--- src/hw/csr_pkg.sv ---
/* Shared widths, CSR indices, addresses, bit positions and codes for the machine CSR subsystem.
   Imported by every RTL module and by the testbench. */

`default_nettype none

package csr_pkg;

    // ----------------------------------------------------------
    // Widths.
    // ----------------------------------------------------------
    localparam int XLEN       = 64; // Width of every CSR.
    localparam int CSR_IDX_W  = 3;  // Internal index width.
    localparam int CSR_ADDR_W = 12; // Architectural address width.

    // ----------------------------------------------------------
    // Internal indices.
    // ----------------------------------------------------------
    localparam logic [CSR_IDX_W-1:0] IDX_MSTATUS = 3'd0;
    localparam logic [CSR_IDX_W-1:0] IDX_MIE     = 3'd2;
    localparam logic [CSR_IDX_W-1:0] IDX_MTVEC   = 3'd3;
    localparam logic [CSR_IDX_W-1:0] IDX_MCAUSE  = 3'd4;
    localparam logic [CSR_IDX_W-1:0] IDX_MEPC    = 3'd5;
    localparam logic [CSR_IDX_W-1:0] IDX_MIP     = 3'd6;

    // Read-only identification bank, selected by the low two bits.
    localparam logic [CSR_IDX_W-1:0] IDX_MHARTID   = 3'd0;
    localparam logic [CSR_IDX_W-1:0] IDX_MVENDORID = 3'd1;
    localparam logic [CSR_IDX_W-1:0] IDX_MARCHID   = 3'd2;
    localparam logic [CSR_IDX_W-1:0] IDX_MIMPID    = 3'd3;

    localparam logic [XLEN-1:0] RO_MHARTID   = 64'h0000_0000_0000_0001;
    localparam logic [XLEN-1:0] RO_MVENDORID = 64'h0000_0000_0000_05a5;
    localparam logic [XLEN-1:0] RO_MARCHID   = 64'h0000_0000_0000_002a;
    localparam logic [XLEN-1:0] RO_MIMPID    = 64'h0000_0000_0001_0003;

    // ----------------------------------------------------------
    // Architectural CSR addresses.
    // ----------------------------------------------------------
    localparam logic [CSR_ADDR_W-1:0] ADDR_MSTATUS   = 12'h300;
    localparam logic [CSR_ADDR_W-1:0] ADDR_MIE       = 12'h304;
    localparam logic [CSR_ADDR_W-1:0] ADDR_MTVEC     = 12'h305;
    localparam logic [CSR_ADDR_W-1:0] ADDR_MEPC      = 12'h341;
    localparam logic [CSR_ADDR_W-1:0] ADDR_MCAUSE    = 12'h342;
    localparam logic [CSR_ADDR_W-1:0] ADDR_MIP       = 12'h344;
    localparam logic [CSR_ADDR_W-1:0] ADDR_MVENDORID = 12'hf11;
    localparam logic [CSR_ADDR_W-1:0] ADDR_MARCHID   = 12'hf12;
    localparam logic [CSR_ADDR_W-1:0] ADDR_MIMPID    = 12'hf13;
    localparam logic [CSR_ADDR_W-1:0] ADDR_MHARTID   = 12'hf14;

    // ----------------------------------------------------------
    // Bit positions, cause codes and operations.
    // ----------------------------------------------------------
    localparam int BIT_MIE  = 3; // mstatus.
    localparam int BIT_MPIE = 7; // mstatus.
    localparam int BIT_MSI  = 3; // mip and mie.
    localparam int BIT_MTI  = 7; // mip and mie.

    localparam logic [XLEN-2:0] CAUSE_MSI = 63'd3;
    localparam logic [XLEN-2:0] CAUSE_MTI = 63'd7;

    localparam logic [1:0] CSR_OP_RW = 2'b01;
    localparam logic [1:0] CSR_OP_RS = 2'b10;
    localparam logic [1:0] CSR_OP_RC = 2'b11;

endpackage

`default_nettype wire

--- src/hw/machine_timer.sv ---
/* Free-running mtime counter compared against a loadable mtimecmp.
   Produces the registered machine timer interrupt level. */

`timescale 1ns/1ps
`default_nettype none

module machine_timer import csr_pkg::*; (
    input  logic            clk,
    input  logic            arst,
    input  logic            i_mtimecmp_we,
    input  logic [XLEN-1:0] i_mtimecmp_data,
    output logic            o_timer_int
);

    logic [XLEN-1:0] mtime;
    logic [XLEN-1:0] mtimecmp;

    // ----------------------------------------------------------
    // Counter and compare register.
    // ----------------------------------------------------------
    always_ff @(posedge clk or posedge arst) begin
        if (arst) begin
            mtime    <= '0;
            mtimecmp <= '1; // Never fires until loaded.
        end else begin
            mtime <= mtime + 1'b1;
            if (i_mtimecmp_we) begin
                mtimecmp <= i_mtimecmp_data;
            end
        end
    end

    // Level is registered, one cycle behind the compare.
    always_ff @(posedge clk or posedge arst) begin
        if (arst) begin
            o_timer_int <= 1'b0;
        end else begin
            o_timer_int <= (mtime >= mtimecmp);
        end
    end

endmodule

`default_nettype wire

--- src/hw/csr_file.sv ---
/* Machine CSR storage with two write ports, interrupt bit tracking and a banked read mux.
   Port 1 serves CSR instructions, port 2 the trap controller, which wins on conflicts. */

`timescale 1ns/1ps
`default_nettype none

module csr_file import csr_pkg::*; (
    input  logic                 clk,
    input  logic                 arst,

    // Read port.
    input  logic [CSR_IDX_W-1:0] i_read_idx,
    input  logic                 i_read_ro,
    output logic [XLEN-1:0]      o_read_data,

    // Write ports.
    input  logic                 i_we_1,
    input  logic [CSR_IDX_W-1:0] i_waddr_1,
    input  logic [XLEN-1:0]      i_wdata_1,
    input  logic                 i_we_2,
    input  logic [CSR_IDX_W-1:0] i_waddr_2,
    input  logic [XLEN-1:0]      i_wdata_2,

    // Interrupt levels and trap events.
    input  logic                 i_timer_int,
    input  logic                 i_software_int,
    input  logic                 i_interrupt_jump,
    input  logic                 i_mret,

    // Status towards the trap controller.
    output logic                 o_mstatus_mie,
    output logic                 o_mip_mtip,
    output logic                 o_mip_msip,
    output logic                 o_mie_mtie,
    output logic                 o_mie_msie,
    output logic [XLEN-1:0]      o_mtvec,
    output logic [XLEN-1:0]      o_mepc
);

    logic [XLEN-1:0] mem [2**CSR_IDX_W];
    logic [XLEN-1:0] ro_data;

    // Adjusts write data so that hardware owned bits keep their rules.
    function automatic logic [XLEN-1:0] fix_wdata(
        input logic [CSR_IDX_W-1:0] idx,
        input logic [XLEN-1:0]      data
    );
        logic [XLEN-1:0] res;

        res = data;
        if (idx == IDX_MIP) begin
            res[BIT_MTI] = i_timer_int;    // Levels always win.
            res[BIT_MSI] = i_software_int;
        end
        if (idx == IDX_MSTATUS && i_interrupt_jump) begin
            res[BIT_MIE] = 1'b0;           // No re-enable on trap entry.
        end
        return res;
    endfunction

    // ----------------------------------------------------------
    // Writable bank.
    // ----------------------------------------------------------
    always_ff @(posedge clk or posedge arst) begin
        if (arst) begin
            for (int i = 0; i < 2**CSR_IDX_W; i++) begin
                mem[i] <= '0;
            end
        end else begin
            mem[IDX_MIP][BIT_MTI] <= i_timer_int;    // Track timer level.
            mem[IDX_MIP][BIT_MSI] <= i_software_int; // Track software level.

            if (i_interrupt_jump) begin
                mem[IDX_MSTATUS][BIT_MIE]  <= 1'b0;
                mem[IDX_MSTATUS][BIT_MPIE] <= mem[IDX_MSTATUS][BIT_MIE];
            end

            if (i_mret) begin
                mem[IDX_MSTATUS][BIT_MIE] <= mem[IDX_MSTATUS][BIT_MPIE];
            end

            // Port 2 comes last so it overrides port 1.
            if (i_we_1) begin
                mem[i_waddr_1] <= fix_wdata(i_waddr_1, i_wdata_1);
            end
            if (i_we_2) begin
                mem[i_waddr_2] <= fix_wdata(i_waddr_2, i_wdata_2);
            end
        end
    end

    // ----------------------------------------------------------
    // Read mux.
    // ----------------------------------------------------------
    always_comb begin
        case (i_read_idx[1:0])
            IDX_MHARTID[1:0]:   ro_data = RO_MHARTID;
            IDX_MVENDORID[1:0]: ro_data = RO_MVENDORID;
            IDX_MARCHID[1:0]:   ro_data = RO_MARCHID;
            default:            ro_data = RO_MIMPID;
        endcase
    end

    assign o_read_data = i_read_ro ? ro_data : mem[i_read_idx];

    assign o_mstatus_mie = mem[IDX_MSTATUS][BIT_MIE];
    assign o_mip_mtip    = mem[IDX_MIP][BIT_MTI];
    assign o_mip_msip    = mem[IDX_MIP][BIT_MSI];
    assign o_mie_mtie    = mem[IDX_MIE][BIT_MTI];
    assign o_mie_msie    = mem[IDX_MIE][BIT_MSI];
    assign o_mtvec       = mem[IDX_MTVEC];
    assign o_mepc        = mem[IDX_MEPC];

endmodule

`default_nettype wire

--- src/hw/csr_access_unit.sv ---
/* Executes CSRRW, CSRRS and CSRRC strobes from the core against the CSR file.
   The old value and the illegal flag come back combinationally in the same cycle. */

`timescale 1ns/1ps
`default_nettype none

module csr_access_unit import csr_pkg::*; (
    // Core request.
    input  logic                  i_csr_valid,
    input  logic [1:0]            i_csr_op,
    input  logic [CSR_ADDR_W-1:0] i_csr_addr,
    input  logic [XLEN-1:0]       i_csr_wdata,
    output logic [XLEN-1:0]       o_csr_rdata,
    output logic                  o_csr_illegal,

    // CSR file read port.
    output logic [CSR_IDX_W-1:0]  o_read_idx,
    output logic                  o_read_ro,
    input  logic [XLEN-1:0]       i_read_data,

    // CSR file write port 1.
    output logic                  o_we,
    output logic [CSR_IDX_W-1:0]  o_waddr,
    output logic [XLEN-1:0]       o_wdata
);

    logic            known;
    logic            write_req;
    logic [XLEN-1:0] old_value;

    // ----------------------------------------------------------
    // Address decode.
    // ----------------------------------------------------------
    always_comb begin
        known      = 1'b1;
        o_read_ro  = 1'b0;
        o_read_idx = IDX_MSTATUS;
        case (i_csr_addr)
            ADDR_MSTATUS:   o_read_idx = IDX_MSTATUS;
            ADDR_MIE:       o_read_idx = IDX_MIE;
            ADDR_MTVEC:     o_read_idx = IDX_MTVEC;
            ADDR_MEPC:      o_read_idx = IDX_MEPC;
            ADDR_MCAUSE:    o_read_idx = IDX_MCAUSE;
            ADDR_MIP:       o_read_idx = IDX_MIP;
            ADDR_MHARTID:   begin o_read_ro = 1'b1; o_read_idx = IDX_MHARTID;   end
            ADDR_MVENDORID: begin o_read_ro = 1'b1; o_read_idx = IDX_MVENDORID; end
            ADDR_MARCHID:   begin o_read_ro = 1'b1; o_read_idx = IDX_MARCHID;   end
            ADDR_MIMPID:    begin o_read_ro = 1'b1; o_read_idx = IDX_MIMPID;    end
            default:        known = 1'b0;
        endcase
    end

    assign old_value = known ? i_read_data : '0; // Unknown reads zero.

    // ----------------------------------------------------------
    // Read-modify-write.
    // ----------------------------------------------------------
    always_comb begin
        write_req = 1'b0;
        o_wdata   = old_value;
        case (i_csr_op)
            CSR_OP_RW: begin
                write_req = 1'b1;
                o_wdata   = i_csr_wdata;
            end
            CSR_OP_RS: begin
                write_req = |i_csr_wdata; // Zero source only reads.
                o_wdata   = old_value | i_csr_wdata;
            end
            CSR_OP_RC: begin
                write_req = |i_csr_wdata;
                o_wdata   = old_value & ~i_csr_wdata;
            end
            default: write_req = 1'b0;
        endcase
    end

    assign o_csr_rdata   = old_value;
    assign o_csr_illegal = i_csr_valid & (~known | (o_read_ro & write_req));
    assign o_we          = i_csr_valid & known & ~o_read_ro & write_req;
    assign o_waddr       = o_read_idx;

endmodule

`default_nettype wire

--- src/hw/trap_controller.sv ---
/* Interrupt arbitration and trap entry sequencing, plus the MRET return redirect.
   Trap entry writes mcause, then mepc, through the second CSR file write port. */

`timescale 1ns/1ps
`default_nettype none

module trap_controller import csr_pkg::*; (
    input  logic                 clk,
    input  logic                 arst,

    // Status from the CSR file.
    input  logic                 i_mstatus_mie,
    input  logic                 i_mip_mtip,
    input  logic                 i_mip_msip,
    input  logic                 i_mie_mtie,
    input  logic                 i_mie_msie,
    input  logic [XLEN-1:0]      i_mtvec,
    input  logic [XLEN-1:0]      i_mepc,

    // Core side.
    input  logic [XLEN-1:0]      i_pc,
    input  logic                 i_mret,

    // CSR file write port 2 and events.
    output logic                 o_we,
    output logic [CSR_IDX_W-1:0] o_waddr,
    output logic [XLEN-1:0]      o_wdata,
    output logic                 o_interrupt_jump,
    output logic                 o_mret,

    // Redirect to the core.
    output logic                 o_trap_busy,
    output logic                 o_redirect_valid,
    output logic [XLEN-1:0]      o_redirect_pc
);

    localparam logic [1:0] ST_IDLE  = 2'd0;
    localparam logic [1:0] ST_CAUSE = 2'd1;
    localparam logic [1:0] ST_EPC   = 2'd2;

    logic [1:0] state;
    logic       cause_msi;
    logic       mret_q;
    logic       msi_pend;
    logic       mti_pend;

    assign msi_pend = i_mip_msip & i_mie_msie;
    assign mti_pend = i_mip_mtip & i_mie_mtie;

    // ----------------------------------------------------------
    // Trap entry FSM.
    // ----------------------------------------------------------
    always_ff @(posedge clk or posedge arst) begin
        if (arst) begin
            state     <= ST_IDLE;
            cause_msi <= 1'b0;
            mret_q    <= 1'b0;
        end else begin
            mret_q <= i_mret; // Redirect one cycle after MRET.
            case (state)
                ST_IDLE: begin
                    if (i_mstatus_mie & (msi_pend | mti_pend)) begin
                        state     <= ST_CAUSE;
                        cause_msi <= msi_pend; // Software beats timer.
                    end
                end
                ST_CAUSE: state <= ST_EPC;
                default:  state <= ST_IDLE;
            endcase
        end
    end

    assign o_trap_busy      = (state != ST_IDLE);
    assign o_interrupt_jump = (state == ST_CAUSE);
    assign o_we             = (state == ST_CAUSE) | (state == ST_EPC);
    assign o_waddr          = (state == ST_CAUSE) ? IDX_MCAUSE : IDX_MEPC;
    assign o_wdata          = (state == ST_CAUSE) ?
                              {1'b1, (cause_msi ? CAUSE_MSI : CAUSE_MTI)} : i_pc;
    assign o_mret           = i_mret;

    // Direct mode only, so the base drops its mode bits.
    assign o_redirect_valid = (state == ST_EPC) | mret_q;
    assign o_redirect_pc    = (state == ST_EPC) ? {i_mtvec[XLEN-1:2], 2'b00} : i_mepc;

endmodule

`default_nettype wire

--- src/hw/csr_subsystem.sv ---
/* Top level of the machine CSR subsystem, tying the CSR file, access unit,
   trap controller and machine timer to the core-side strobes. */

`timescale 1ns/1ps
`default_nettype none

module csr_subsystem import csr_pkg::*; (
    input  logic                  clk,
    input  logic                  arst,

    // CSR instruction interface.
    input  logic                  i_csr_valid,
    input  logic [1:0]            i_csr_op,
    input  logic [CSR_ADDR_W-1:0] i_csr_addr,
    input  logic [XLEN-1:0]       i_csr_wdata,
    output logic [XLEN-1:0]       o_csr_rdata,
    output logic                  o_csr_illegal,

    // Control flow and interrupts.
    input  logic [XLEN-1:0]       i_pc,
    input  logic                  i_mret,
    input  logic                  i_msip,
    input  logic                  i_mtimecmp_we,
    input  logic [XLEN-1:0]       i_mtimecmp_data,
    output logic                  o_redirect_valid,
    output logic [XLEN-1:0]       o_redirect_pc,
    output logic                  o_trap_busy
);

    logic [CSR_IDX_W-1:0] read_idx;
    logic                 read_ro;
    logic [XLEN-1:0]      read_data;
    logic                 we_1;
    logic                 we_2;
    logic [CSR_IDX_W-1:0] waddr_1;
    logic [CSR_IDX_W-1:0] waddr_2;
    logic [XLEN-1:0]      wdata_1;
    logic [XLEN-1:0]      wdata_2;
    logic                 timer_int;
    logic                 interrupt_jump;
    logic                 mret;
    logic                 mstatus_mie;
    logic                 mip_mtip;
    logic                 mip_msip;
    logic                 mie_mtie;
    logic                 mie_msie;
    logic [XLEN-1:0]      mtvec;
    logic [XLEN-1:0]      mepc;

    csr_access_unit u_access (
        .i_csr_valid   (i_csr_valid),
        .i_csr_op      (i_csr_op),
        .i_csr_addr    (i_csr_addr),
        .i_csr_wdata   (i_csr_wdata),
        .o_csr_rdata   (o_csr_rdata),
        .o_csr_illegal (o_csr_illegal),
        .o_read_idx    (read_idx),
        .o_read_ro     (read_ro),
        .i_read_data   (read_data),
        .o_we          (we_1),
        .o_waddr       (waddr_1),
        .o_wdata       (wdata_1)
    );

    csr_file u_file (
        .clk              (clk),
        .arst             (arst),
        .i_read_idx       (read_idx),
        .i_read_ro        (read_ro),
        .o_read_data      (read_data),
        .i_we_1           (we_1),
        .i_waddr_1        (waddr_1),
        .i_wdata_1        (wdata_1),
        .i_we_2           (we_2),
        .i_waddr_2        (waddr_2),
        .i_wdata_2        (wdata_2),
        .i_timer_int      (timer_int),
        .i_software_int   (i_msip),
        .i_interrupt_jump (interrupt_jump),
        .i_mret           (mret),
        .o_mstatus_mie    (mstatus_mie),
        .o_mip_mtip       (mip_mtip),
        .o_mip_msip       (mip_msip),
        .o_mie_mtie       (mie_mtie),
        .o_mie_msie       (mie_msie),
        .o_mtvec          (mtvec),
        .o_mepc           (mepc)
    );

    trap_controller u_trap (
        .clk              (clk),
        .arst             (arst),
        .i_mstatus_mie    (mstatus_mie),
        .i_mip_mtip       (mip_mtip),
        .i_mip_msip       (mip_msip),
        .i_mie_mtie       (mie_mtie),
        .i_mie_msie       (mie_msie),
        .i_mtvec          (mtvec),
        .i_mepc           (mepc),
        .i_pc             (i_pc),
        .i_mret           (i_mret),
        .o_we             (we_2),
        .o_waddr          (waddr_2),
        .o_wdata          (wdata_2),
        .o_interrupt_jump (interrupt_jump),
        .o_mret           (mret),
        .o_trap_busy      (o_trap_busy),
        .o_redirect_valid (o_redirect_valid),
        .o_redirect_pc    (o_redirect_pc)
    );

    machine_timer u_timer (
        .clk             (clk),
        .arst            (arst),
        .i_mtimecmp_we   (i_mtimecmp_we),
        .i_mtimecmp_data (i_mtimecmp_data),
        .o_timer_int     (timer_int)
    );

endmodule

`default_nettype wire

--- config.mk ---
export PLATFORM = sky130hd
export DESIGN_NAME = csr_subsystem
export DESIGN_NICKNAME = d
export VERILOG_FILES = /design/src/hw/csr_pkg.sv /design/src/hw/machine_timer.sv /design/src/hw/csr_file.sv /design/src/hw/csr_access_unit.sv /design/src/hw/trap_controller.sv /design/src/hw/csr_subsystem.sv
export SDC_FILE = /design/constraint.sdc
export NUM_CORES = 2
export LEC_CHECK = 0
export BUFFER_PORTS_ARGS = -buffer_cell sky130_fd_sc_hd__buf_2
export CORE_UTILIZATION = 35
export DETAILED_ROUTE_END_ITERATION = 10
export SETUP_SLACK_MARGIN = 0.4
export SLEW_MARGIN = 20
export SYNTH_ARGS = -nofsm -noshare
export SYNTH_HDL_FRONTEND = slang
export SYNTH_SLANG_ARGS = --single-unit
--- constraint.sdc ---
create_clock -name clk -period 25.8 [get_ports clk]
set_input_delay 2.58 -clock clk [delete_from_list [all_inputs] [get_ports clk]]
set_output_delay 2.58 -clock clk [all_outputs]
set_load 0.03 [all_outputs]
==> results.ini <==
[synthesis]
yosysWarningCount=0
synth-edff-count=0
yosysSeqAreaShare=0.478
syn_inst=3661
ys.flop_type=dfrtp_1
async_flop_share=1.00
syn_area_per_cell_um2=9.12
synth_area_um2=33400
ys_ff_latch=635
synth_top_family_by_area=compound AO/OA/AOI/OAI gates
synth_xor_area_frac=0.0336
synth-adder-area-share=0.0277
synth_mux_area_frac=0.0440
synthSimpleGateAreaFrac=0.128
synth.distinct_cells=62
synth_compound_area_frac=0.226
syn_nets=3947

[placement]
io_buffer_count=342
placed_cells=4905
dp_hpwl_um=71400
gp_congestion=0.870
placed_cell_area_um2=35600

[layout]
multi_input_comb_area_um2=15500
drive_gt1_frac=0.193
fillCellCount=9391
fin_cells=5047
areaGrowthSynthToFinish_pct=14.3
fin_area_um2=38200
finish.utilization=0.407
nNetsFinal=4017
final-seq-area_um2=16000

[timing]
max_freq_mhz=109
post-route-period-util=0.356
slew_violations=0
worst_pin_slew_ns=1.22
finalHoldViolCount=0
rsz0062_at_grt=no
maxSlewHeadroom=0.178
finalClockSkew_ns=0.0355
post-route-min-period_ns=9.19
setup_viol=0
finalSetupTns_ns=0
holdWs_ns=0.374

[power]
p_sw_mw=0.995
combPwrFrac=0.255
p_per_area_nw_per_um2=77.4
clkPwrFrac=0.369
p_seq_frac=0.376
swShare=0.337
p_leak_nw=16.7
ir_drop_mv=0.0980
p_int_mw=1.96

[routing]
drt_pass1_iterations=6
drt_iter0_drc=2105
drtAntennaViolNets=0
vias=27900
drc=0
vias_per_cell=5.53
routedWlPerCell_um=22.4
routed_wl_um=113000

[global_route]
grt_usage=0.232
grt_max_degree=165
antenna_found_initial=19
grt_pass1_vias=27800
overflow=0
grt_pass1_wl_um=174000

[worst_setup_path]
cp-end-kind=primary output
cp-startpoint=i_csr_addr[6]
critPathMaxFanout=34
cp-start-kind=input port
worstPathArrival_ns=6.61
critPathKind=in -> out
required_ns=23.22
r2r_start=u_timer.mtime[10]

[die]
die_x_um=311
core-area_um2=93900
start_util=0.356
die-area_um2=96700
die_y_um=311
rows=112
io_pins=343

[clock_network]
cts_made_buffers=78
root_buffer=clkbuf_16
post_cts_buffers=0
cts.sinks=635
ctsResizeCount=0
path_clk_slew_ns=0.06
cts_tree=built
insertion_delay_ns=0.63
cts_htree_levels=3
cts_buffer_depth=3
postCtsHoldBufs=0

[job]
timing.max_cap.violations=0

[run_status]
status=complete, no violations

[worst_hold_path]
hold_path.class=reg -> reg

kinds of logic (layout without fill, tap and decap cells):
kind of cell             after synthesis  count (layout)
XOR/XNOR                             128             128
flip-flops                           635             635
other                                  0               3
adder cells (fa/ha/maj)               74              74
multiplexers                         131             131
AO/OA/AOI/OAI                       1175            1175
buffers and inverters                535             664
AND/OR/NAND/NOR                      983             983
per-stage QoR:
stage / worst slack (ns) / total power, mW
after floorplan: 5.54 / 1.62
after global placement: 16.74 / 1.87
after detailed placement: 16.69 / 1.88
after CTS: 16.68 / 2.98
after global routing: 16.52 / 3.09
final: 16.61 / 2.96
final timing paths:
| path | end | slack [ns] | cells past startpoint |
|---|---|---|---|
| worst min register to register | register | 0.37 | 0 |
| max in group asynchronous | u_file.o_mepc[29] | 21.41 | 4 |
| worst max-delay path | o_csr_rdata[50] | 16.61 | 10 |
| worst min-delay path | register | 0.37 | 0 |
| min in group asynchronous | u_timer.mtime[21] | 2.16 | 2 |
| worst max register to register | u_timer.mtime[58] | 22.61 | 7 |
layout make-up:
type / instances / share of cell area
diodes: 3 / 0.000197
clock buffers: 119 / 0.0618
clock inverters: 20 / 0.00439
inverters: 140 / 0.0140
multi-input cells: 2491 / 0.406
flip-flops and latches: 635 / 0.418
well taps: 1254 / 0.0411
repair buffers: 385 / 0.0542
critical path: stages:
cell and delay (ns):
buf_2 0.19, and4b_1 0.39, and3_2 0.65, o21a_4 0.44, clkinv_2 0.61, buf_4 0.57
mux2_2 0.31, o211ai_1 0.10, a21oi_1 0.45, buf_2 0.29
metal layers:
layer	part of all wire	GRT usage	up-vias
li1	-	-	13100
met1	0.43	0.302	13600
met2	0.44	0.358	1009
met3	0.092	0.0776	233
met4	0.037	0.0845	26
met5	0.0015	0	-
cell usage in the layout (no fill, tap or decap), types with 7 or more instances in the layout:
cell,instances
a211oi_1,59
a21o_1,23
a21oi_1,203
a41oi_1,57
and2_1,11
and3_1,77
buf_2,339
buf_4,43
clkbuf_1,19
clkbuf_16,81
clkbuf_8,19
clkinv_2,11
dfrtp_1,571
dfstp_2,64
ha_1,73
inv_1,137
mux2_1,16
mux2_2,110
nand2_1,617
nand2b_1,9
nand3_1,59
nand4_1,36
nor2_1,104
nor3_1,14
nor4_1,14
o2111ai_1,7
o211ai_1,168
o211ai_2,13
o21a_1,110
o21ai_0,365
o21ai_1,25
o221ai_1,57
o22ai_1,55
xnor2_1,105
xor2_1,23
power by group through the flow:
stage | Combinational [mW] | Sequential (mW) | Clock [mW]
after CTS | 0.757 | 1.11 | 1.11
final | 0.753 | 1.11 | 1.09
after global routing | 0.816 | 1.12 | 1.15
after floorplan | 0.508 | 1.12 | 0
after global placement | 0.748 | 1.13 | 0
after detailed placement | 0.755 | 1.13 | 0
cells in the mapped netlist (10+ instances only):
cell type	instances	area, µm²
o21a_1	110	826
o22ai_1	55	344
ha_1	74	926
a21o_1	23	173
o211ai_2	13	163
and3_1	80	500
nand3_1	65	325
o21ai_0	365	1830
a211oi_1	59	443
xnor2_1	105	920
clkbuf_1	329	1230
o21ai_1	25	125
o211ai_1	168	1260
nand4_1	36	225
nor2_1	105	394
mux2_1	16	180
buf_1	27	101
dfstp_2	64	1680
buf_2	33	165
o221ai_1	57	499
inv_1	138	518
nand2_1	618	2320
dfrtp_1	571	14300
a21oi_1	203	1020
and2_1	12	75.1
nor3_1	15	75.1
nor4_1	15	93.8
xor2_1	23	201
mux2_2	110	1240
nand2b_1	10	62.6
a41oi_1	57	499
Note: power is estimated with default switching activity, not from simulation.
